**config.mk**
```make
export PLATFORM = sky130hd
export DESIGN_NAME = axil_result
export DESIGN_NICKNAME = d
export VERILOG_FILES = /design/src/common/scram_pkg.sv /design/src/source/axil_result.sv
export SDC_FILE = /design/constraint.sdc
export NUM_CORES = 1
export LEC_CHECK = 0
export CORE_UTILIZATION = 36
export DETAILED_ROUTE_END_ITERATION = 16
export DONT_BUFFER_PORTS = 1
export HOLD_SLACK_MARGIN = 0.08
export SLEW_MARGIN = 25
export SYNTH_ARGS = -nofsm -noshare
export SYNTH_HDL_FRONTEND = slang
export SYNTH_SLANG_ARGS = --single-unit
```
**constraint.sdc**
```tcl
create_clock -name aclk -period 2 [get_ports aclk]
set_input_delay 0.4 -clock aclk [delete_from_list [all_inputs] [get_ports aclk]]
set_output_delay 0.4 -clock aclk [all_outputs]
set_load 0.005 [all_outputs]
```
**src/common/scram_pkg.sv**
```systemverilog
//##############################
// Widths, bus structs and FSM encoding shared by the scratch memory
// and its AXI4-Lite ports; modules import it in their header
//##############################

package scram_pkg;

    // AXI byte address and data widths
    localparam int ADDR_W  = 12;
    localparam int DATA_W  = 32;
    localparam int STRB_W  = DATA_W / 8;

    // RAM geometry, byte address bits 9:2 select the word
    localparam int WORD_AW   = 8;
    localparam int WORD_LSB  = 2;
    localparam int NUM_WORDS = 2 ** WORD_AW;

    localparam logic [1:0] RESP_OKAY   = 2'b00;
    localparam logic [1:0] RESP_SLVERR = 2'b10;

    typedef logic [ADDR_W-1:0]  axil_addr_t;
    typedef logic [DATA_W-1:0]  data_t;
    typedef logic [STRB_W-1:0]  strb_t;
    typedef logic [WORD_AW-1:0] word_addr_t;
    typedef logic [1:0]         resp_t;

    // Master side of one AXI4-Lite port
    typedef struct packed {
        logic       awvalid;
        axil_addr_t awaddr;
        logic       wvalid;
        data_t      wdata;
        strb_t      wstrb;
        logic       bready;
        logic       arvalid;
        axil_addr_t araddr;
        logic       rready;
    } axil_req_t;

    // Slave side of one AXI4-Lite port
    typedef struct packed {
        logic  awready;
        logic  wready;
        logic  bvalid;
        resp_t bresp;
        logic  arready;
        logic  rvalid;
        data_t rdata;
        resp_t rresp;
    } axil_rsp_t;

    typedef struct packed {
        logic       en;
        logic       wr;
        word_addr_t addr;
        data_t      wdata;
        strb_t      strb;
    } mem_req_t;

    typedef struct packed {
        data_t rdata;
        logic  ready;
    } mem_rsp_t;

    // Handed from decode to result while a request is in flight
    typedef struct packed {
        logic valid;
        logic wr;
        logic err;
    } pend_t;

    typedef enum logic [1:0] {
        IDLE,
        ISSUE,
        WAIT_RESULT
    } dec_state_t;

endpackage
```
**src/source/axil_result.sv**
```systemverilog
//##############################
// Response side of one AXI4-Lite port: builds B or R from the RAM
// answer and holds it until the master takes it
//##############################

module axil_result
    import scram_pkg::*;
(
    input  logic     aclk,
    input  logic     arst_n,
    input  pend_t    pend,
    input  mem_rsp_t mem_rsp,
    input  logic     bready,
    input  logic     rready,
    output logic     bvalid,
    output resp_t    bresp,
    output logic     rvalid,
    output data_t    rdata,
    output resp_t    rresp,
    output logic     done
);

    logic  capture;
    resp_t resp_q;
    data_t rdata_q;

    // Errors answer at once, good accesses wait for the RAM
    assign capture = pend.valid && !bvalid && !rvalid &&
                     (pend.err || mem_rsp.ready);

    always_ff @(posedge aclk or negedge arst_n) begin
        if (!arst_n) begin
            bvalid <= 1'b0;
            rvalid <= 1'b0;
        end else if (capture) begin
            bvalid <= pend.wr;
            rvalid <= !pend.wr;
        end else if (done) begin
            bvalid <= 1'b0;
            rvalid <= 1'b0;
        end
    end

    // Response stays frozen while valid is up
    always_ff @(posedge aclk) begin
        if (capture) begin
            if (pend.err) begin
                resp_q  <= RESP_SLVERR;
                rdata_q <= '0;
            end else begin
                resp_q  <= RESP_OKAY;
                rdata_q <= mem_rsp.rdata;
            end
        end
    end

    assign bresp = resp_q;
    assign rresp = resp_q;
    assign rdata = rdata_q;

    // B or R handshake closes the transaction
    assign done = (bvalid && bready) || (rvalid && rready);

endmodule

```
======== Word-level counts from Yosys, hierarchy flattened ========
Cells that the tools add are included.
word-level totals
  flip-flop bits (word level) ............. 36
  bits in latches ......................... 0
  bits in writable memories ............... 0
  bits in read-only memories .............. 0
  bits of input ports ..................... 40
  output and inout port bits .............. 39
  word-level logic and storage cells ...... 19
  memories kept ........................... 0
operators by class
  add/subtract/negate cells ............... 0
  multipliers ............................. 0
  div/mod/pow operators ................... 0
  order comparisons ....................... 0
  equal/unequal tests ..................... 0
  shifts and indexed selects .............. 0
  muxes and demuxes ....................... 4
  bitwise logic cells ..................... 0
  reduce and logical (&&, ||, !) cells .... 11
operators by type and width
  cell                count
  1-bit logical AND   5
  1-bit logical NOT   3
  1-bit two-way mux   3
  1-bit logical OR    2
  2-bit two-way mux   1
  2-bit nonzero test  1

======== Depth between registers and ports, before layout ========
Gate-level depths: netlist of run 1.
  depth after elaboration ................. 5
  mapped depth ............................ 2
  gate-level depth less buffers ........... 2

======== Worst setup path after synthesis of run 1 ========
No wires, ideal clock.
  path kind ............................... flip-flop to flip-flop
  start ................................... register bvalid
  end ..................................... register resp_q[1] (netlist: bresp[1]), enable pin
  setup time .............................. 0.393 ns
  arrival time ............................ 1.404 ns
  data required time ...................... 1.607 ns
  path slack .............................. 0.202 ns
  stages on the path, launching flop included .. 3
  buffers on the path ..................... 0
  period minus slack after synthesis ...... 1.798 ns
  path through ............................ dfrtp_1 nor2_1 and3_1
on the way
  longest elaborated chain between the ends .. 4
RTL lines
  element                         line               text
  start, declared                 axil_result.sv:15  output logic bvalid,
  start signal, assigned          axil_result.sv:36  bvalid <= pend.wr;
  1-bit logical NOT               axil_result.sv:28  assign capture = pend.valid && !bvalid && !rvalid &&
  1-bit logical AND (3 in a row)  axil_result.sv:28
  net capture                     axil_result.sv:23  logic capture;
  end signal, assigned            axil_result.sv:48  resp_q <= RESP_SLVERR;
  end signal, assigned            axil_result.sv:51  resp_q <= RESP_OKAY;
  end, declared                   axil_result.sv:24  resp_t resp_q;
The timed path passes the listed nets, and every way through them passes these cells.
A chain may end at the register's enable or synchronous reset.

======== Worst setup path after layout of run 1 ========
  start ................................... register bvalid
  end ..................................... output done
on the way
  longest elaborated chain between the ends .. 2
RTL lines
  element            line               text
  1-bit logical AND  axil_result.sv:62  assign done = (bvalid && bready) || (rvalid && rready);
  1-bit logical OR   axil_result.sv:62
  end, declared      axil_result.sv:20  output logic done
No other way between the ends.

==> impl_metrics.csv, run 1 <==
group,metric,value,unit
place,io_buffers,0,
routing,vias_per_cell,4.83,
cells_and_area,fill_cells,332,
setup_path,path_class,"flip-flop to output pin",
floorplanning,dieArea,4020,sq um
clock_tree,holdBufCountCts,1,
clock_tree,cts_sinks,35,
setup_path,r2r-start,"bvalid$_DFFE_PN0P_",
synth,synthArstFlopShare,0.0571,
synth,synth_compound_area_frac,0.0221,
setup_path,worstPathArrival,1.07,ns
setup_path,crit_path_start,"bvalid$_DFFE_PN0P_",
place,gp_routability_congestion,0.594,
setup_path,cp-end-kind,"output pin",
synth,syn_inst,83,
floorplanning,core_area,3470,sq um
synth,synth-simple-area-share,0.178,
power,p_leak,0.498,nW
setup_path,path_cells,"a22oi_2, inv_1",
synth,synth_top_area_share,0.730,
synth,yosysUniqueCellTypes,14,
synth,synth_area_leader_cell,"edfxtp_1",
synth,yosysMostFrequentCell,"edfxtp_1",
power,power_density,1150,nW/um^2
synth,ys_ff_latch,35,
floorplanning,initial_core_util,0.391,
place,dpl.hpwl,1520,um
setup_path,max_stage_delay,0.46,ns
cells_and_area,seq_area,1040,sq um
cells_and_area,fin_cells,133,
power,ir_worst_vdd,0.424,mV
floorplanning,io_pins,79,
floorplanning,die_height,63.4,um
hold_path,hold_path.startpoint,"pend[0]",
clock_tree,post_cts_resize_count,0,
setup_path,cp_top_family,"flip-flops",
timing,rsz0062_at_grt,"false",
cells_and_area,stdcell_area,1480,sq um
hold_path,hp-class,"primary input to flip-flop",
global_routing,first_global_vias,687,
cells_and_area,multi_input_area,279,sq um
timing,clock_skew,0.00396,ns
timing,hold_viol_final,0,
synth,synth_edf_count,33,
synth,yosysWarningCount,0,
routing,drt-initial-drc-count,56,
place,place_area,1390,sq um
cells_and_area,fin_nets,127,
synth,syn-cell-area,1360,sq um
setup_path,cpMaxStageDelayCell,"dfrtp_1",
routing,ant_nets,0,
setup_path,cp-start-kind,"flip-flop",
clock_tree,cts_made_buffers,5,
global_routing,grt_pass1_wl,3440,um
outcome,run_status,"finished clean",
clock_tree,cts_tree,"yes",
setup_path,cp_max_fo,6,
floorplanning,rows,21,
synth,synthMuxAreaShare,0,
place,placed_cells,125,
job,max_cap_violations,0,
global_routing,antenna_found_initial,0,
timing,max_freq,678,MHz
timing,setup_viol,0,
global_routing,grt.total_usage,0.121,
cells_and_area,antenna_cells,0,
floorplanning,die_w,63.4,um
routing,drt_first_pass_iters,3,
synth,ys.flop_type,"edfxtp_1",
synth,yosys.area_share.adder,0,
timing,report.final.slew_viol_count,0,
clock_tree,cts_setup_buffers,0,
synth,synth_xor_xnor_area_share,0,
global_routing,gr-total-overflow,0,
synth,netlist_top_cells_area,"edfxtp_1 73%, nor2b_1 15%, dfrtp_1 3.7%",
clock_tree,cts_max_path_buffers,2,
synth,yosysSeqAreaShare,0.767,
global_routing,grt_max_degree,35,
timing,tns,0,ns
routing,routed_wl,2220,um
clock_tree,cts-htree-levels,2,
routing,route.detailed.wl_per_inst,16.7,um
synth,synth_commonest_cells,"33 x edfxtp_1, 32 x nor2b_1, 3 x buf_2, 3 x buf_4",
cells_and_area,post_route_cells_drive_above_1_share,0.103,
timing,fin_crit_sh,0.737,
routing,drc,0,
setup_path,cp_data_required_time,1.60,ns
clock_tree,root_buffer,"clkbuf_8",
clock_tree,clk_latency,0.28,ns
routing,vias,643,
setup_path,path_buf_inv,1,
cells_and_area,area_delta_synth_final,8.76,%
synth,synth_top_family_by_area,"simple AND/OR/NAND/NOR gates",
clock_tree,cts.clk_slew.worst_paths,0.06,ns
synth,postSynthAreaPerCell,16.4,sq um
timing,period_minus_slack,1.47,ns
[layout make-up]
type / count / share of cell area
Clock buffer: 5 / 0.0466
Multi-Input combinational cell: 42 / 0.189
Inverter: 1 / 0.00254
Tap cell: 46 / 0.0390
Sequential cell: 35 / 0.705
Clock inverter: 2 / 0.00593
Timing Repair Buffer: 2 / 0.0119
[final timing paths]
| kind | to | slack, ns | depth (start not counted) |
|---|---|---|---|
| min in group asynchronous | rvalid$_DFFE_PN0P_ | 0.36 | 1 |
| hold reg to reg | rvalid$_DFFE_PN0P_ | 0.70 | 1 |
| max in group asynchronous | bvalid$_DFFE_PN0P_ | 1.51 | 1 |
| setup / recovery | done | 0.53 | 2 |
| hold / removal | bresp[1]$_DFFE_PP_ | 0.22 | 0 |
| setup reg to reg | rdata[8]$_SDFFCE_PP0P_ | 0.55 | 3 |
[per-stage QoR]
stage / worst slack, ns / hold WS [ns] / power (W) / utilization
6_report: 0.526 / 0.221 / 0.00170 / 0.426
2_1_floorplan: 0.202 / 0.104 / 0.00121 / -
5_1_grt: 0.440 / 0.200 / 0.00178 / 0.426
3_5_place_dp: 0.539 / 0.104 / 0.00126 / 0.400
4_1_cts: 0.500 / 0.206 / 0.00172 / 0.426
3_3_place_gp: 0.573 / 0.104 / 0.00124 / 0.400
[per-layer routing]
layer	global-route usage	wire length [um]
met2	0.188	1150
met5	0	0
met4	0.0852	61
met1	0.120	808
met3	0.0707	198
[registers in the layout (all words and copies together), names as in the netlist]
signal,count
bvalid,1
rdata,32
rvalid,1
bresp,1
[logic make-up after synthesis]
| kind of cell | Yosys count |
|---|---|
| compound gates | 3 |
| other cells | 1 |
| simple gates | 37 |
| buf+inv | 7 |
| flops | 35 |
[layout by cell type, fill, tap and decap left out, drive strengths merged]
| master | synthesis | routed |
|---|---|---|
| clkbuf | 0 | 5 |
| and3 | 1 | 1 |
| or2 | 1 | 1 |
| a22oi | 1 | 1 |
| nor2 | 1 | 1 |
| dlygate4sd3 | 0 | 1 |
| buf | 6 | 1 |
| edfxtp | 33 | 33 |
| nor2b | 32 | 32 |
| dfrtp | 2 | 2 |
| clkinv | 0 | 2 |
| nor4bb | 1 | 1 |
| inv | 1 | 1 |
| nor4b | 1 | 1 |
| a22o | 2 | 2 |
| conb | 1 | 2 |
[worst reg2reg max path: stages, from the launching register on]
cell and delay (ns):
dfrtp_1 0.46, nor2_1 0.12, and3_1 0.16, buf_4 0.36
[report_power, final]
part | leakage (nW) | internal, W | switching [W] | total (W)
combinational | 0.118 | 0.0000644 | 0.000101 | 0.000166
sequential | 0.339 | 0.000976 | 0.0000961 | 0.00107
clock | 0.0414 | 0.000231 | 0.000227 | 0.000458
total | 0.498 | 0.00127 | 0.000425 | 0.00170
(Power assumes the default switching activity.)
==> run 2, diff against run 1 <==
Clock period 2 ns to 1.45 ns, I/O delays scaled along.
==> run 2 against run 1 <==
  * Die area unchanged
  * Largest power group unchanged
  * Critical path type unchanged
  * Sequential power up 35%
  * Cell count is 4.5% higher
  * Total power grew 47%
  * Via count is 2.3% higher
  * Clock power grew 42%
  * First-iteration DRC count down 8.9%
==> impl_metrics.csv, run 2 (synthesized netlist as in run 1, its figures left out) <==
group,metric,value,unit
power,p_seq_frac,0.575,
timing,hold_ws,0.116,ns
power,p_comb_frac,0.164,
cells_and_area,antenna_cells,0,
power,sw_frac_of_total,0.245,
timing,max_freq,742,MHz
cells_and_area,fin_nets,132,
power,power_density,1610,nW/um^2
timing,clock_skew,0.00200,ns
floorplanning,dieArea,4020,sq um
timing,report.final.slew_viol_count,0,
global_routing,gr-total-overflow,0,
floorplanning,core_area,3470,sq um
cells_and_area,fill_cells,327,
routing,ant_nets,0,
setup_path,worstPathArrival,1.06,ns
global_routing,grt_pass1_wl,3480,um
timing,rsz0062_at_grt,"false",
clock_tree,post_cts_resize_count,0,
timing,hold_viol_final,0,
setup_path,cp-end-kind,"output pin",
setup_path,cp_data_required_time,1.16,ns
clock_tree,cts-htree-levels,2,
clock_tree,root_buffer,"clkbuf_8",
job,max_cap_violations,0,
cells_and_area,final_cell_mix,"33 x edfxtp_1, 32 x nor2b_1, 5 x clkbuf_8",
setup_path,r2r-start,"bvalid$_DFFE_PN0P_",
clock_tree,cts_sinks,35,
routing,routed_wl,2350,um
routing,vias_per_cell,4.73,
floorplanning,rows,21,
place,dpl.hpwl,1740,um
power,p_int,0.00189,W
routing,drt-initial-drc-count,51,
hold_path,hp-class,"primary input to flip-flop",
hold_path,hold_path.startpoint,"pend[0]",
clock_tree,clk_latency,0.28,ns
cells_and_area,post_route_cells_drive_above_1_share,0.161,
place,io_buffers,0,
setup_path,cpMaxStageDelayCell,"dfrtp_1",
routing,vias,658,
floorplanning,die_height,63.4,um
setup_path,cp_max_fo,5,
power,p_leak,0.530,nW
cells_and_area,largest_reg_flops,32,
global_routing,first_global_vias,658,
timing,layout_setup_ws,0.103,ns
setup_path,max_stage_delay,0.38,ns
cells_and_area,area_delta_synth_final,14.0,%
setup_path,path_class,"flip-flop to output pin",
setup_path,crit_path_start,"bvalid$_DFFE_PN0P_",
clock_tree,cts.clk_slew.worst_paths,0.06,ns
power,ir_worst_vdd,0.899,mV
floorplanning,io_pins,79,
power,power.switching,0.000612,W
global_routing,antenna_found_initial,0,
routing,route.detailed.wl_per_inst,16.9,um
timing,setup_viol,0,
place,gp_routability_congestion,0.653,
power,pwr-share-clk,0.261,
cells_and_area,mostFrequentLayoutCell,"edfxtp_1",
global_routing,grt.total_usage,0.125,
routing,drc,0,
outcome,run_status,"finished clean",
clock_tree,cts_max_path_buffers,2,
timing,fin_crit_sh,0.929,
floorplanning,die_w,63.4,um
clock_tree,cts_made_buffers,5,
timing,tns,0,ns
timing,period_minus_slack,1.35,ns
floorplanning,initial_core_util,0.391,
routing,drt_first_pass_iters,3,
global_routing,grt_max_degree,35,
setup_path,cp-start-kind,"flip-flop",
setup_path,path_cells,"buf_4, a22oi_2, inv_1",
place,place_worst_setup_slack,0.260,ns
clock_tree,cts_tree,"yes",
[run 2: cell types whose count changed in the layout (fill, tap and decap cells not counted), sizes merged]
cell	change
clkbuf	+2
buf	+5
clkinv	-1
[run 2: critical path: cells and delay by family, from the launching register on]
kind                   cells  cell delay, ns
AOI/OAI and AO/OA          1            0.17
buffers and inverters      2            0.23
DFF                        1            0.38
[run 2: worst paths after layout]
check	end	slack [ns]	cells past startpoint
min reg2reg	rvalid$_DFFE_PN0P_	0.65	2
min	bresp[1]$_DFFE_PP_	0.12	0
max in group asynchronous	rvalid$_DFFE_PN0P_	1.09	1
min in group asynchronous	bvalid$_DFFE_PN0P_	0.24	1
max	done	0.10	3
max reg2reg	bresp[1]$_DFFE_PP_	0.26	3
[run 2: final cells by class]
cell class / count / area, sq um / share of cell area
Clock buffer: 7 / 76.3 / 0.0493
Sequential cell: 35 / 1040 / 0.673
Tap cell: 46 / 57.6 / 0.0372
Timing Repair Buffer: 7 / 80.1 / 0.0517
Inverter: 1 / 3.75 / 0.00243
Clock inverter: 1 / 5.00 / 0.00323
Multi-Input combinational cell: 42 / 284 / 0.184
[run 2: through the flow]
step / std cells / power (W) / area [sq um] / util
finish: 139 / 0.00250 / 1550 / 0.446
floorplan: 84 / 0.00167 / 1370 / -
global route: 139 / 0.00264 / 1550 / 0.446
global placement: 129 / 0.00184 / 1450 / 0.418
CTS: 138 / 0.00252 / 1540 / 0.444
detailed placement: 129 / 0.00186 / 1450 / 0.418
[run 2: what timing repair did]
| item | 4_1_cts | 5_1_grt |
|---|---|---|
| hold endpoints to repair | 2 | 0 |
| hold buffers | 1 | 0 |
| setup endpoints to repair | 0 | 1 |
| buffers inserted | 0 | 1 |
[run 2: power by group through the flow]
stage,sequential (W),clock [W],combinational (W)
finish,0.00144,0.000652,0.000411
global route,0.00145,0.000732,0.000454
CTS,0.00144,0.000673,0.000400
detailed placement,0.00146,0,0.000396
global placement,0.00145,0,0.000382
floorplan,0.00146,0,0.000208
[run 2: routing by layer]
metal  wire [um]  GRT usage  up-vias  share of wire
li1            -          -      300              -
met1         877      0.127      304           0.37
met2        1260      0.209       50           0.54
met3         176     0.0616        4          0.075
met4          36     0.0682        0          0.015
met5           0          0        -              0
