<file path="src/common/scram_pkg.sv">
//##############################
// Widths, bus structs and FSM encoding shared by the scratch memory
// and its AXI4-Lite ports; modules import it in their header
//##############################

package scram_pkg;

    // AXI byte address and data widths
    localparam int ADDR_W  = 12;
    localparam int DATA_W  = 32;
    localparam int STRB_W  = DATA_W / 8;

    // RAM geometry, byte address bits 9:2 select the word
    localparam int WORD_AW   = 8;
    localparam int WORD_LSB  = 2;
    localparam int NUM_WORDS = 2 ** WORD_AW;

    localparam logic [1:0] RESP_OKAY   = 2'b00;
    localparam logic [1:0] RESP_SLVERR = 2'b10;

    typedef logic [ADDR_W-1:0]  axil_addr_t;
    typedef logic [DATA_W-1:0]  data_t;
    typedef logic [STRB_W-1:0]  strb_t;
    typedef logic [WORD_AW-1:0] word_addr_t;
    typedef logic [1:0]         resp_t;

    // Master side of one AXI4-Lite port
    typedef struct packed {
        logic       awvalid;
        axil_addr_t awaddr;
        logic       wvalid;
        data_t      wdata;
        strb_t      wstrb;
        logic       bready;
        logic       arvalid;
        axil_addr_t araddr;
        logic       rready;
    } axil_req_t;

    // Slave side of one AXI4-Lite port
    typedef struct packed {
        logic  awready;
        logic  wready;
        logic  bvalid;
        resp_t bresp;
        logic  arready;
        logic  rvalid;
        data_t rdata;
        resp_t rresp;
    } axil_rsp_t;

    typedef struct packed {
        logic       en;
        logic       wr;
        word_addr_t addr;
        data_t      wdata;
        strb_t      strb;
    } mem_req_t;

    typedef struct packed {
        data_t rdata;
        logic  ready;
    } mem_rsp_t;

    // Handed from decode to result while a request is in flight
    typedef struct packed {
        logic valid;
        logic wr;
        logic err;
    } pend_t;

    typedef enum logic [1:0] {
        IDLE,
        ISSUE,
        WAIT_RESULT
    } dec_state_t;

endpackage
</file>
<file path="src/source/axil_decode.sv">
//##############################
// Request side of one AXI4-Lite port: accepts one write or read,
// checks the range and holds the RAM request until it is served
//##############################

module axil_decode
    import scram_pkg::*;
(
    input  logic      aclk,
    input  logic      arst_n,
    input  axil_req_t axi_req,
    output logic      awready,
    output logic      wready,
    output logic      arready,
    output mem_req_t  mem_req,
    output pend_t     pend,
    input  logic      mem_ready,
    input  logic      done
);

    dec_state_t state;
    dec_state_t state_nxt;

    logic wr_offer;
    logic rd_offer;
    logic take_wr;
    logic take_rd;
    logic wr_first;

    // Latched transaction
    word_addr_t addr_q;
    data_t      wdata_q;
    strb_t      strb_q;
    logic       wr_q;
    logic       err_q;

    axil_addr_t byte_addr;

    // Write needs both AW and W present, taken as one transfer
    assign wr_offer = axi_req.awvalid && axi_req.wvalid;
    assign rd_offer = axi_req.arvalid;

    // Alternate grants when both directions are waiting
    assign take_wr = (state == IDLE) && wr_offer && (wr_first || !rd_offer);
    assign take_rd = (state == IDLE) && rd_offer && !take_wr;

    assign awready = take_wr;
    assign wready  = take_wr;
    assign arready = take_rd;

    assign byte_addr = take_wr ? axi_req.awaddr : axi_req.araddr;

    always_comb begin
        state_nxt = state;
        case (state)
            IDLE: begin
                if (take_wr || take_rd) begin
                    state_nxt = ISSUE;
                end
            end
            ISSUE: begin
                // Out of range requests bypass the RAM
                if (err_q || mem_ready) begin
                    state_nxt = WAIT_RESULT;
                end
            end
            WAIT_RESULT: begin
                if (done) begin
                    state_nxt = IDLE;
                end
            end
            default: begin
                state_nxt = IDLE;
            end
        endcase
    end

    always_ff @(posedge aclk or negedge arst_n) begin
        if (!arst_n) begin
            state    <= IDLE;
            wr_first <= 1'b1;
        end else begin
            state <= state_nxt;
            if (take_wr) begin
                wr_first <= 1'b0;
            end else if (take_rd) begin
                wr_first <= 1'b1;
            end
        end
    end

    always_ff @(posedge aclk) begin
        if (take_wr || take_rd) begin
            addr_q  <= byte_addr[WORD_AW+WORD_LSB-1:WORD_LSB];
            wdata_q <= axi_req.wdata;
            strb_q  <= axi_req.wstrb;
            wr_q    <= take_wr;
            // Anything above the 1 KiB window
            err_q   <= |byte_addr[ADDR_W-1:WORD_AW+WORD_LSB];
        end
    end

    assign mem_req.en    = (state == ISSUE) && !err_q;
    assign mem_req.wr    = wr_q;
    assign mem_req.addr  = addr_q;
    assign mem_req.wdata = wdata_q;
    assign mem_req.strb  = strb_q;

    assign pend.valid = (state == ISSUE);
    assign pend.wr    = wr_q;
    assign pend.err   = err_q;

endmodule

</file>
<file path="config.mk">
export PLATFORM = sky130hd
export DESIGN_NAME = axil_decode
export DESIGN_NICKNAME = d
export VERILOG_FILES = /design/src/common/scram_pkg.sv /design/src/source/axil_decode.sv
export SDC_FILE = /design/constraint.sdc
export NUM_CORES = 1
export LEC_CHECK = 0
export BUFFER_PORTS_ARGS = -buffer_cell sky130_fd_sc_hd__buf_4
export CAP_MARGIN = 15
export CORE_MARGIN = 5
export CORE_UTILIZATION = 40
export DETAILED_ROUTE_END_ITERATION = 12
export PLACE_DENSITY = 0.78
export SYNTH_ARGS = -nofsm -noshare
export SYNTH_HDL_FRONTEND = slang
export SYNTH_SLANG_ARGS = --single-unit
</file>
<file path="constraint.sdc">
create_clock -name aclk -period 2.56 [get_ports aclk]
set_input_delay 0.512 -clock aclk [delete_from_list [all_inputs] [get_ports aclk]]
set_output_delay 0.512 -clock aclk [all_outputs]
set_load 0.01 [all_outputs]
</file>
### Word-level counts from Yosys, hierarchy flattened

Cells that the tools add are included.

| storage, ports and cells | value |
|---|---|
| register bits | 49 |
| input port bits | 69 |
| output and inout bits | 52 |
| logic and storage cells | 35 |

| cells by class | value |
|---|---|
| eq/ne operators | 5 |
| multiplexer cells | 7 |
| reductions and logical operators | 16 |

Operators with widths:

| cell | count |
|---|---|
| $mux W12 | 1 |
| $logic_and A1 B1 Y1 | 6 |
| $mux W2 | 3 |
| $pmux W2 S3 | 1 |
| $ne A2 B1 Y1 const B | 2 |
| $logic_not A1 Y1 | 3 |
| $logic_or A1 B1 Y1 | 3 |
| $reduce_and A3 Y1 | 1 |
| $eq A2 B1 Y1 const B | 1 |
| $eq A2 B2 Y1 const B | 1 |
| $logic_not A2 Y1 | 1 |
| $mux W1 | 2 |
| $ne A2 B2 Y1 const B | 1 |
| $reduce_bool A2 Y1 | 1 |
| $reduce_or A2 Y1 | 1 |

### Longest topological paths before layout

Gate-level depths: netlist of run 1.

| depth | value |
|---|---|
| depth after elaboration | 8 |
| depth in mapped cells | 5 |
| depth with buffers taken out | 3 |

### Worst setup path before layout of run 1

OpenSTA, ideal clock, no wires.

| path | value |
|---|---|
| kind | input to register |
| from | input port axi_req[13] (netlist name) |
| to | register addr_q[0] (enable) |
| library setup time | 0.404 ns |
| arrival | 1.920 ns |
| data required time | 2.156 ns |
| path slack | 0.235 ns |
| cell stages on the path | 4 |
| buffers on the path | 1 |
| cells stage by stage | inv_1 o2111ai_4 buf_6 nand2_1 |

| on the way | value |
|---|---|
| longest elaborated chain between the ends | 6 |

Ends and longest elaborated chain:

| item | line | text |
|---|---|---|
| start: declaration | axil_decode.sv:11 | `input axil_req_t axi_req,` |
| $logic_not A1 Y1 | axil_decode.sv:44 | `assign take_wr = (state == IDLE) && wr_offer && (wr_first \|\| !rd_offer);` |
| $logic_or A1 B1 Y1 | axil_decode.sv:44 |  |
| $logic_and A1 B1 Y1 | axil_decode.sv:44 |  |
| $logic_not A1 Y1 | axil_decode.sv:45 | `assign take_rd = (state == IDLE) && rd_offer && !take_wr;` |
| $logic_and A1 B1 Y1 | axil_decode.sv:45 |  |
| $logic_or A1 B1 Y1 * | axil_decode.sv:93 | `if (take_wr \|\| take_rd) begin` |
| end signal: assignment | axil_decode.sv:94 | `addr_q <= byte_addr[WORD_AW+WORD_LSB-1:WORD_LSB];` |
| end: declaration | axil_decode.sv:31 | `word_addr_t addr_q;` |

Mark *: on every way between the ends. The rest lies on a longest branch, timed or not.
A chain may end at the register's enable or synchronous reset.

### Worst setup path in the final report of run 1

| path | value |
|---|---|
| from | register state[0] |
| to | output port wready |

| on the way | value |
|---|---|
| longest elaborated chain between the ends | 3 |

Ends and longest elaborated chain:

| item | line | text |
|---|---|---|
| start: declaration | axil_decode.sv:21 | `dec_state_t state;` |
| start signal: assignment | axil_decode.sv:83 | `state <= state_nxt;` |
| $logic_not A2 Y1 | axil_decode.sv:44 |  |
| $logic_and A1 B1 Y1 (2 in series) | axil_decode.sv:44 |  |
| end: declaration | axil_decode.sv:13 | `output logic wready,` |

Every way passes these cells.

==> impl_metrics.yaml, run 1 <==
status:
  status: "completed"
power_and_ir_drop:
  power_density_nw_per_um2: 928
  power.share.clock: 0.206
  p_int_uw: 1850
  pwr-share-seq: 0.490
  p_leak_uw: 0.00123
  comb_power_share: 0.304
  power.net_switching_uw: 718
  ir_worst_vdd_v: 0.000496
  swShare: 0.280
sta:
  timing.fmax_ghz: 0.526
  tightest_slew_ps: 371
  hold_violations: 0
  setup_viol: 0
  finalCritPeriodShare: 0.743
  fin_worst_skew_ps: 4.62
  slew_viol_final: 0
  slew-limit-headroom: 0.753
  finalSetupTns_ps: 0
  min_period_ps: 1900
  setup_ws_ps: 658
  hold_slack_ps: 387
  rsz0062_at_grt: "no"
worst_setup_path:
  crit_chain: "nor2_4 > o2111ai_4 > inv_1 > buf_4"
  worst_setup_path_start_kind: "register"
  critPathKind: "reg2out"
  worstSetupStartpoint: "state[0]"
  regToRegStartpoint: "state[0]"
  cpMaxStageDelayCell: "dfrtp_1"
  worstSetupEndpointType: "primary output"
  worstPathMaxFanout: 8
  arrival_ps: 1390
  max_stage_delay_ps: 450
  path_delay_family: "flip-flops"
  cp_data_required_time_ps: 2050
  worst-path-buf-inv: 2
logic_synthesis:
  synth_fp_nets: 152
  avgSynthCellArea_um2: 21.1
  yosys_warnings: 0
  netlist.area_leader.share: 0.790
  synth_seq_cells: 49
  yosysSeqAreaShare: 0.833
  synth_largest_area_cell: "edfxtp_1"
  synthTopCellsByArea: "edfxtp_1 79%, mux2_4 4.3%, dfrtp_1 2.9%"
  netlist_area_um2: 1750
  synthCells: 83
  synth_cell_types: 19
grt:
  grt_max_degree: 30
  overflow: 0
  grt_pass1_vias: 1233
  track_usage: 0.154
  grt_pass1_wl_um: 6830
  antenna_found_initial: 0
cells_and_area:
  nets: 271
  area_growth_pct: 58.2
  fin_cells: 255
  drive_gt1_frac: 0.670
  n_antenna_cell: 0
clocking:
  clk_pin_slew_ps: 90
  cts_max_path_buffers: 2
  cts.sinks: 49
  numCtsBuffers: 5
  clk_latency_ps: 290
  htree_levels: 2
  cts_tree: "done"
  root_buffer: "clkbuf_8"
floorplan:
  ios: 121
  num_rows: 24
  die_y_um: 76.1
  start_util: 0.407
  die_width_um: 76.1
  dieArea_um2: 5800
  coreArea_um2: 4290
worst_hold_path:
  min_from: "axi_req[33]"
  hold_class: "in2reg"
routing:
  via_per_inst: 4.54
  top_layer: "met4"
  dr_wl_met2_um: 2130
  antenna_violating_nets_post_route: 0
  vias: 1158
  routedWlPerCell_um: 17.0
  wl_met3_um: 460
  route.detailed.drc: 0
  drt_pass1_iterations: 4
  met1Wirelength_um: 1700
  drtIter0Drc: 79
  wl_um: 4340
placed_design:
  finalWeightedCongestion: 0.692
  port_buffers: 114
  dp_slack_ps: 739
  post-place-cells: 246
run:
  maxCapViolations: 0
synthesized netlist by cell type:
| library cell | count |
|---|---|
| nor2_1 | 4 |
| nor2_4 | 1 |
| mux2i_1 | 2 |
| mux2_2 | 3 |
| nand2b_1 | 1 |
| buf_4 | 5 |
| mux2_4 | 5 |
| a21boi_0 | 1 |
| dfrtp_1 | 2 |
| o2111ai_4 | 1 |
| a31oi_1 | 1 |
| o22ai_1 | 1 |
| or2b_1 | 1 |
| buf_6 | 1 |
| o21ai_0 | 1 |
| nand2_1 | 2 |
| dfstp_2 | 1 |
| inv_1 | 4 |
| edfxtp_1 | 46 |
registers in the layout (all words and copies together), names as in the netlist:
signal and flops:
strb_q 4, state 2, addr_q 8, wr_first 1, wdata_q 32, wr_q 1
err_q 1
worst register-to-register path, delay by kind of cell, from the launching register on:
kind            cells  cell delay, ps
flops               1             450
buf+inv             1             350
simple gates        2             270
compound gates      1             190
area by class of cell:
cell class                 count  area [um^2]
timing repair buffer         118          888
multi-input combinational     24          230
fill                         305         1530
clock buffer                   5         68.8
tap                           52         65.1
inverter                       4         15.0
clock inverter                 3         41.3
sequential                    49         1460
final timing paths:
kind / end / cells past startpoint / slack, ps
worst min-delay path: wdata_q[14] / 1 / 390
min in group asynchronous: state[0] / 2 / 520
max in group asynchronous: wr_first / 2 / 1850
worst min register to register: wr_first / 2 / 510
worst max register to register: strb_q[3] / 4 / 960
worst max-delay path: wready / 4 / 660
cells by family (layout without fill, tap and decap cells):
kind of cell,after synthesis,after routing,share of synthesized area
AND/OR/NAND/NOR,9,9,0.0272
AO/OA/AOI/OAI,5,5,0.0293
flip-flops,49,49,0.833
multiplexers,10,10,0.0737
buffers and inverters,10,130,0.0365
through the flow:
step / power [uW] / util / area (um^2)
after floorplan: 1630 / - / 1750
after global placement: 2040 / 0.616 / 2650
after detailed placement: 2070 / 0.616 / 2650
after CTS: 2600 / 0.644 / 2770
after global routing: 2710 / 0.644 / 2770
final: 2570 / 0.644 / 2770
repair_timing:
item	4_1_cts	5_1_grt
resized for setup	0	0
setup buffers	0	0
hold endpoints to repair	2	0
hold buffers	1	0
per-layer routing:
| metal | vias up | track usage |
|---|---|---|
| met5 | - | 0 |
| met4 | 0 | 0.0577 |
| met3 | 4 | 0.0792 |
| met2 | 77 | 0.245 |
| met1 | 536 | 0.176 |
| li1 | 541 | - |
layout by cell type (no fill, tap or decap), drive strengths merged, types with 2 or more instances in the layout:
cell type / netlist / layout
clkbuf: 0 / 5
buf: 6 / 117
dfrtp: 2 / 2
nand2: 2 / 2
mux2i: 2 / 2
edfxtp: 46 / 46
mux2: 8 / 8
inv: 4 / 4
nor2: 5 / 5
power groups by stage:
stage                     Sequential (uW)  Clock (uW)  Combinational, uW
after global routing                 1280         592                835
after detailed placement             1280           0                793
final                                1260         529                780
after CTS                            1260         546                794
after global placement               1260           0                779
after floorplan                      1370           0                254
(Power assumes the default switching activity.)
==> inputs of run 2 (changes only) <==
--- a/config.mk
+++ b/config.mk
@@ -8,9 +8,9 @@
 export BUFFER_PORTS_ARGS = -buffer_cell sky130_fd_sc_hd__buf_4
 export CAP_MARGIN = 15
 export CORE_MARGIN = 5
-export CORE_UTILIZATION = 40
+export CORE_UTILIZATION = 36
 export DETAILED_ROUTE_END_ITERATION = 12
-export PLACE_DENSITY = 0.78
+export PLACE_DENSITY = 0.74
 export SYNTH_ARGS = -nofsm -noshare
 export SYNTH_HDL_FRONTEND = slang
 export SYNTH_SLANG_ARGS = --single-unit
==> constraint.sdc (replaced) <==
create_clock -name aclk -period 1.6 [get_ports aclk]
set_input_delay 0.32 -clock aclk [delete_from_list [all_inputs] [get_ports aclk]]
set_output_delay 0.32 -clock aclk [all_outputs]
set_load 0.01 [all_outputs]
==> run 2 against run 1 <==
Cell area grew 9.8%. The flow now finishes with violations (negative setup slack). Count of clock-buffer cells in the layout is the same. Via count grew 5.9%. Combinational power grew 130%. Sequential cell count is the same. Sequential power grew 58%. Sequential share of layout area shrank 4.7 points.
==> impl_metrics.yaml, run 2 (synthesized netlist as in run 1, its figures left out) <==
grt:
  grt_pass1_vias: 1178
  overflow: 0
  grt_max_degree: 25
  antenna_found_initial: 0
  track_usage: 0.131
  grt_pass1_wl_um: 5980
sta:
  min_period_ps: 1660
  slew_viol_final: 0
  setup_ws_ps: -63.0
  tightest_slew_ps: 208
  fin_worst_skew_ps: 1.67
  slew-limit-headroom: 0.861
  rsz0062_at_grt: "yes"
  setup_viol: 6
  finalSetupTns_ps: -251
  hold_violations: 0
  finalCritPeriodShare: 1.04
  timing.fmax_ghz: 0.601
routing:
  antenna_violating_nets_post_route: 0
  route.detailed.drc: 0
  drtIter0Drc: 30
  routedWlPerCell_um: 15.6
  drt_pass1_iterations: 4
  wl_um: 4460
  via_per_inst: 4.30
  vias: 1226
power_and_ir_drop:
  ir_worst_vdd_v: 0.000739
  comb_power_share: 0.384
  p_int_uw: 3340
  power.share.clock: 0.184
  p_leak_uw: 0.00134
  power_density_nw_per_um2: 1510
  swShare: 0.274
  power.net_switching_uw: 1260
  pwr-share-seq: 0.432
worst_setup_path:
  crit_chain: "buf_6 > or2b_1 > nor2_1 > buf_4"
  cpMaxStageDelayCell: "dfrtp_1"
  critPathKind: "reg2out"
  arrival_ps: 1340
  max_stage_delay_ps: 410
  worstSetupEndpointType: "primary output"
  worst_setup_path_start_kind: "register"
  cp_data_required_time_ps: 1280
  worstPathMaxFanout: 3
clocking:
  numCtsBuffers: 5
  cts_max_path_buffers: 2
  clk_latency_ps: 290
  cts_tree: "done"
  root_buffer: "clkbuf_8"
  clk_pin_slew_ps: 80
  htree_levels: 2
  cts.sinks: 49
cells_and_area:
  fin_area_um2: 3040
  area_growth_pct: 73.6
  regMostFlops: "wdata_q"
  layout_common_cells: "119 x buf_4, 46 x edfxtp_1, 6 x buf_6"
  drive_gt1_frac: 0.702
  n_antenna_cell: 0
  nets: 286
  reg_top3: "wdata_q x32, addr_q x8, strb_q x4"
  largest_reg_flops: 32
  final_common_cell: "buf_4"
placed_design:
  finalWeightedCongestion: 0.706
  dp_slack_ps: 101
  port_buffers: 114
  dp_hpwl_um: 3350
  dpl_cell_area_um2: 2700
status:
  violations: "negative setup slack"
  status: "finished, violations left"
floorplan:
  die_y_um: 79.7
  num_rows: 25
  ios: 121
  dieArea_um2: 6350
  coreArea_um2: 4720
  start_util: 0.370
  die_width_um: 79.7
run:
  maxCapViolations: 0
worst_hold_path:
  hold_class: "in2reg"
==> run 2: cell count changes in the layout (fill, tap and decap cells not counted), sizes merged <==
cell / change
buf: +12
clkbuf: +3
==> run 2: power groups by stage <==
stage               Combinational, uW  Clock, uW  Sequential (uW)
global placement                 1330          0             2020
finish                           1770        846             1990
global route                     1880        940             2030
detailed placement               1350          0             2030
floorplan                         420          0             2180
CTS                              1500        875             1990
==> run 2: what timing repair did <==
action,CTS,global route
pin swaps,3,2
hold endpoints to repair,3,0
setup endpoints to repair,4,56
gates cloned,0,5
gates resized for setup,9,4
setup buffers,7,2
hold buffers,1,0
==> run 2: per-stage QoR <==
stage / power, uW / cells / util / hold WS, ps
2_1_floorplan: 2600 / 83 / - / 24.4
5_1_grt: 4850 / 285 / 0.643 / 168
6_report: 4600 / 285 / 0.643 / 200
3_3_place_gp: 3350 / 262 / 0.572 / 111
3_5_place_dp: 3380 / 262 / 0.572 / 114
4_1_cts: 4360 / 278 / 0.615 / 182
==> run 2: metal layers <==
| layer | vias to the layer above | track usage | routed length (um) |
|---|---|---|---|
| li1 | 576 | - | - |
| met3 | 7 | 0.0519 | 576 |
| met2 | 86 | 0.225 | 2100 |
| met1 | 557 | 0.141 | 1720 |
| met4 | 0 | 0.0567 | 57 |
| met5 | - | 0 | 0 |
==> run 2: critical path, delay by kind of cell (launching register included) <==
kind	cells	cell delay [ps]
DFF	1	410
and+or+nand+nor	2	380
buffers and inverters	2	260
==> run 2: layout make-up <==
type	count	area (um^2)
Clock buffer	5	68.8
Clock inverter	3	41.3
Fill cell	368	1690
Inverter	4	17.5
Multi-Input combinational cell	24	246
Sequential cell	49	1460
Tap cell	67	83.8
Timing Repair Buffer	133	1120
==> run 2: path summary, 6_finish.rpt <==
kind / cells after the start / slack, ps / to / start
hold / removal: 1 / 200 / strb_q[0] / axi_req[15]
min in group asynchronous: 2 / 350 / state[1] / arst_n
setup reg to reg: 6 / -50 / addr_q[6] / state[1]
max in group asynchronous: 2 / 1070 / wr_first / arst_n
setup / recovery: 4 / -60 / mem_req[45] / state[0]
hold reg to reg: 3 / 630 / wr_first / wr_first
==> inputs of run 3 (changes only) <==
--- a/config.mk
+++ b/config.mk
@@ -5,12 +5,14 @@
 export SDC_FILE = /design/constraint.sdc
 export NUM_CORES = 1
 export LEC_CHECK = 0
+export ABC_AREA = 1
 export BUFFER_PORTS_ARGS = -buffer_cell sky130_fd_sc_hd__buf_4
 export CAP_MARGIN = 15
 export CORE_MARGIN = 5
 export CORE_UTILIZATION = 36
 export DETAILED_ROUTE_END_ITERATION = 12
 export PLACE_DENSITY = 0.74
+export RECOVER_POWER = 25
 export SYNTH_ARGS = -nofsm -noshare
 export SYNTH_HDL_FRONTEND = slang
 export SYNTH_SLANG_ARGS = --single-unit
==> run 3 against run 2 <==
The flow now finishes without violations. Synthesized area fell by 0.72%. Synthesized cell count rose by 30%. Global-route usage fell by 0.13 points. Cell count rose by 0.35%. Sequential cell count did not move. First-iteration DRC count fell by 3.3%. Count of clock-buffer cells in the layout rose by 1. Core utilization fell by 4.1 points. Sequential share of layout area rose by 3.6 points. Critical path type unchanged.
==> impl_metrics.yaml, run 3 <==
clocking:
  clk_pin_slew_ps: 80
  numCtsBuffers: 5
  root_buffer: "clkbuf_8"
  clk_latency_ps: 290
  cts_max_path_buffers: 2
  cts.sinks: 49
  htree_levels: 2
  cts_tree: "done"
worst_setup_path:
  arrival_ps: 1260
  worst_setup_path_start_kind: "register"
  critPathKind: "reg2out"
  worstPathMaxFanout: 4
  endpoint: "arready"
  regToRegStartpoint: "state[1]"
  worst-path-stages: 5
  r2r_end: "wr_q"
  worstSetupEndpointType: "primary output"
  reg2reg_depth: 5
  worstSetupStartpoint: "state[1]"
  cp_data_required_time_ps: 1280
  cpMaxStageDelayCell: "dfrtp_2"
  worst-path-buf-inv: 2
  worst_path_most_repeated_cell: "nor2_4"
  max_stage_delay_ps: 450
  path_delay_family: "flip-flops"
  ff2ff_setup_slack_ps: 100
  crit_chain: "nor2_4 > nand3_4 > clkinv_4 > nor2_4 > buf_6"
grt:
  grt_pass1_wl_um: 6040
  grt_max_degree: 32
  track_usage: 0.129
  antenna_found_initial: 0
  met3_usage: 0.0598
  grt.busiest_layer: "met2"
  use_met1: 0.151
  grt_pass1_vias: 1210
  grtUsageMet2: 0.203
  overflow: 0
cells_and_area:
  post-route-util: 0.602
  n_antenna_cell: 0
  nets: 300
  reg_top3: "wdata_q x32, addr_q x8, strb_q x4"
  largest_reg_flops: 32
  regMostFlops: "wdata_q"
  fin_area_um2: 2830
  fillers: 399
  layout_common_cells: "82 x buf_4, 46 x edfxtp_1, 36 x clkbuf_4"
  drive_gt1_frac: 0.599
  fin_cells: 286
  area_growth_pct: 62.7
  final_common_cell: "buf_4"
logic_synthesis:
  synth_fp_nets: 177
  synth_largest_area_cell: "edfxtp_1"
  synthTopCellsByArea: "edfxtp_1 80%, nand2_1 7.3%, dfrtp_1 2.9%"
  synth_top_flop_cell: "edfxtp_1"
  netlist.area_leader.share: 0.795
  ys_async_sr_fraction: 0.0612
  synth_seq_cells: 49
  netlist_area_um2: 1740
  synth_edf_count: 46
  yosys_warnings: 0
  synth.most_common_cell: "edfxtp_1"
  avgSynthCellArea_um2: 16.1
  synth_cell_types: 16
  synth_common_cells: "46 x edfxtp_1, 34 x nand2_1, 6 x inv_1, 5 x buf_4, 5 x nor2_1"
  yosysSeqAreaShare: 0.839
  synthCells: 108
floorplan:
  coreArea_um2: 4690
  die_y_um: 79.5
  ios: 121
  dieArea_um2: 6310
  start_util: 0.370
  num_rows: 25
  die_width_um: 79.5
placed_design:
  port_buffers: 114
  dp_hpwl_um: 3370
  finalWeightedCongestion: 0.686
  post-place-cells: 274
  dpl_cell_area_um2: 2670
routing:
  drt_pass1_iterations: 4
  routedWlPerCell_um: 14.6
  drtIter0Drc: 29
  vias: 1263
  route.detailed.drc: 0
  wl_um: 4160
  via_per_inst: 4.42
  antenna_violating_nets_post_route: 0
sta:
  finalCritPeriodShare: 0.987
  slew_viol_final: 0
  fin_worst_skew_ps: 3.91
  min_period_ps: 1580
  slew-limit-headroom: 0.884
  setup_viol: 0
  finalSetupTns_ps: 0
  tightest_slew_ps: 173
  timing.fmax_ghz: 0.633
  hold_violations: 0
  rsz0062_at_grt: "yes"
  hold_slack_ps: 221
power_and_ir_drop:
  power_density_nw_per_um2: 1470
  ir_worst_vdd_v: 0.000595
  p_leak_uw: 0.00127
run:
  maxCapViolations: 0
worst_hold_path:
  hold_class: "in2reg"
status:
  status: "completed"
-- run 3: metrics by stage --
stage	power, uW	setup slack, ps
after global placement	3400	207
final	4150	21.2
after CTS	4160	-9.42
after floorplan	2630	19.1
after global routing	4380	-50.3
after detailed placement	3430	202
-- run 3: worst reg2reg max path: cells and delay by family (launching register included) --
| kind | cells | cell delay [ps] |
|---|---|---|
| simple gates | 3 | 380 |
| flops | 1 | 450 |
| buf+inv | 2 | 370 |
-- run 3: power breakdown --
| part | internal (uW) | leakage, uW | switching [uW] |
|---|---|---|---|
| combinational | 715 | 0.000761 | 731 |
| sequential | 1890 | 0.000470 | 125 |
| clock | 308 | 0.0000374 | 381 |
-- run 3: cells by family (layout without fill, tap and decap cells) --
kind of cell	Yosys count	count (layout)	share of synthesized area
flops	49	49	0.839
buf+inv	13	137	0.0439
simple gates	45	45	0.114
compound gates	1	1	0.00288
-- run 3: per-layer routing --
metal / part of all wire / vias up
li1: - / 609
met1: 0.39 / 555
met2: 0.46 / 91
met3: 0.13 / 8
met4: 0.023 / 0
met5: 0 / -
-- run 3: area by class of cell --
class	count	area [um^2]	area share
Clock buffer	6	72.6	0.0257
Multi-Input combinational cell	46	233	0.0824
Timing Repair Buffer	122	947	0.335
Inverter	7	31.3	0.0111
Clock inverter	2	15.0	0.00531
Sequential cell	49	1460	0.516
Tap cell	54	67.6	0.0239
-- run 3: repair_timing --
item                                    4_1_cts  5_1_grt
endpoints found under the hold margin         3        0
setup buffers                                 2        1
hold buffers                                  1        0
endpoints found under the setup margin        3        3
pin swaps                                     1        2
resized for setup                             5        5
-- run 3: worst min path at each step --
stage | from | to | slack [ps] | depth (start not counted)
finish | axi_req[38] | wdata_q[19] | 220 | 1
global route | axi_req[28] | wdata_q[9] | 200 | 1
CTS | axi_req[49] | wdata_q[30] | 190 | 1
detailed placement | arst_n | state[1] | 110 | 1
global placement | arst_n | state[1] | 110 | 1
floorplan | arst_n | state[0] | 20 | 0
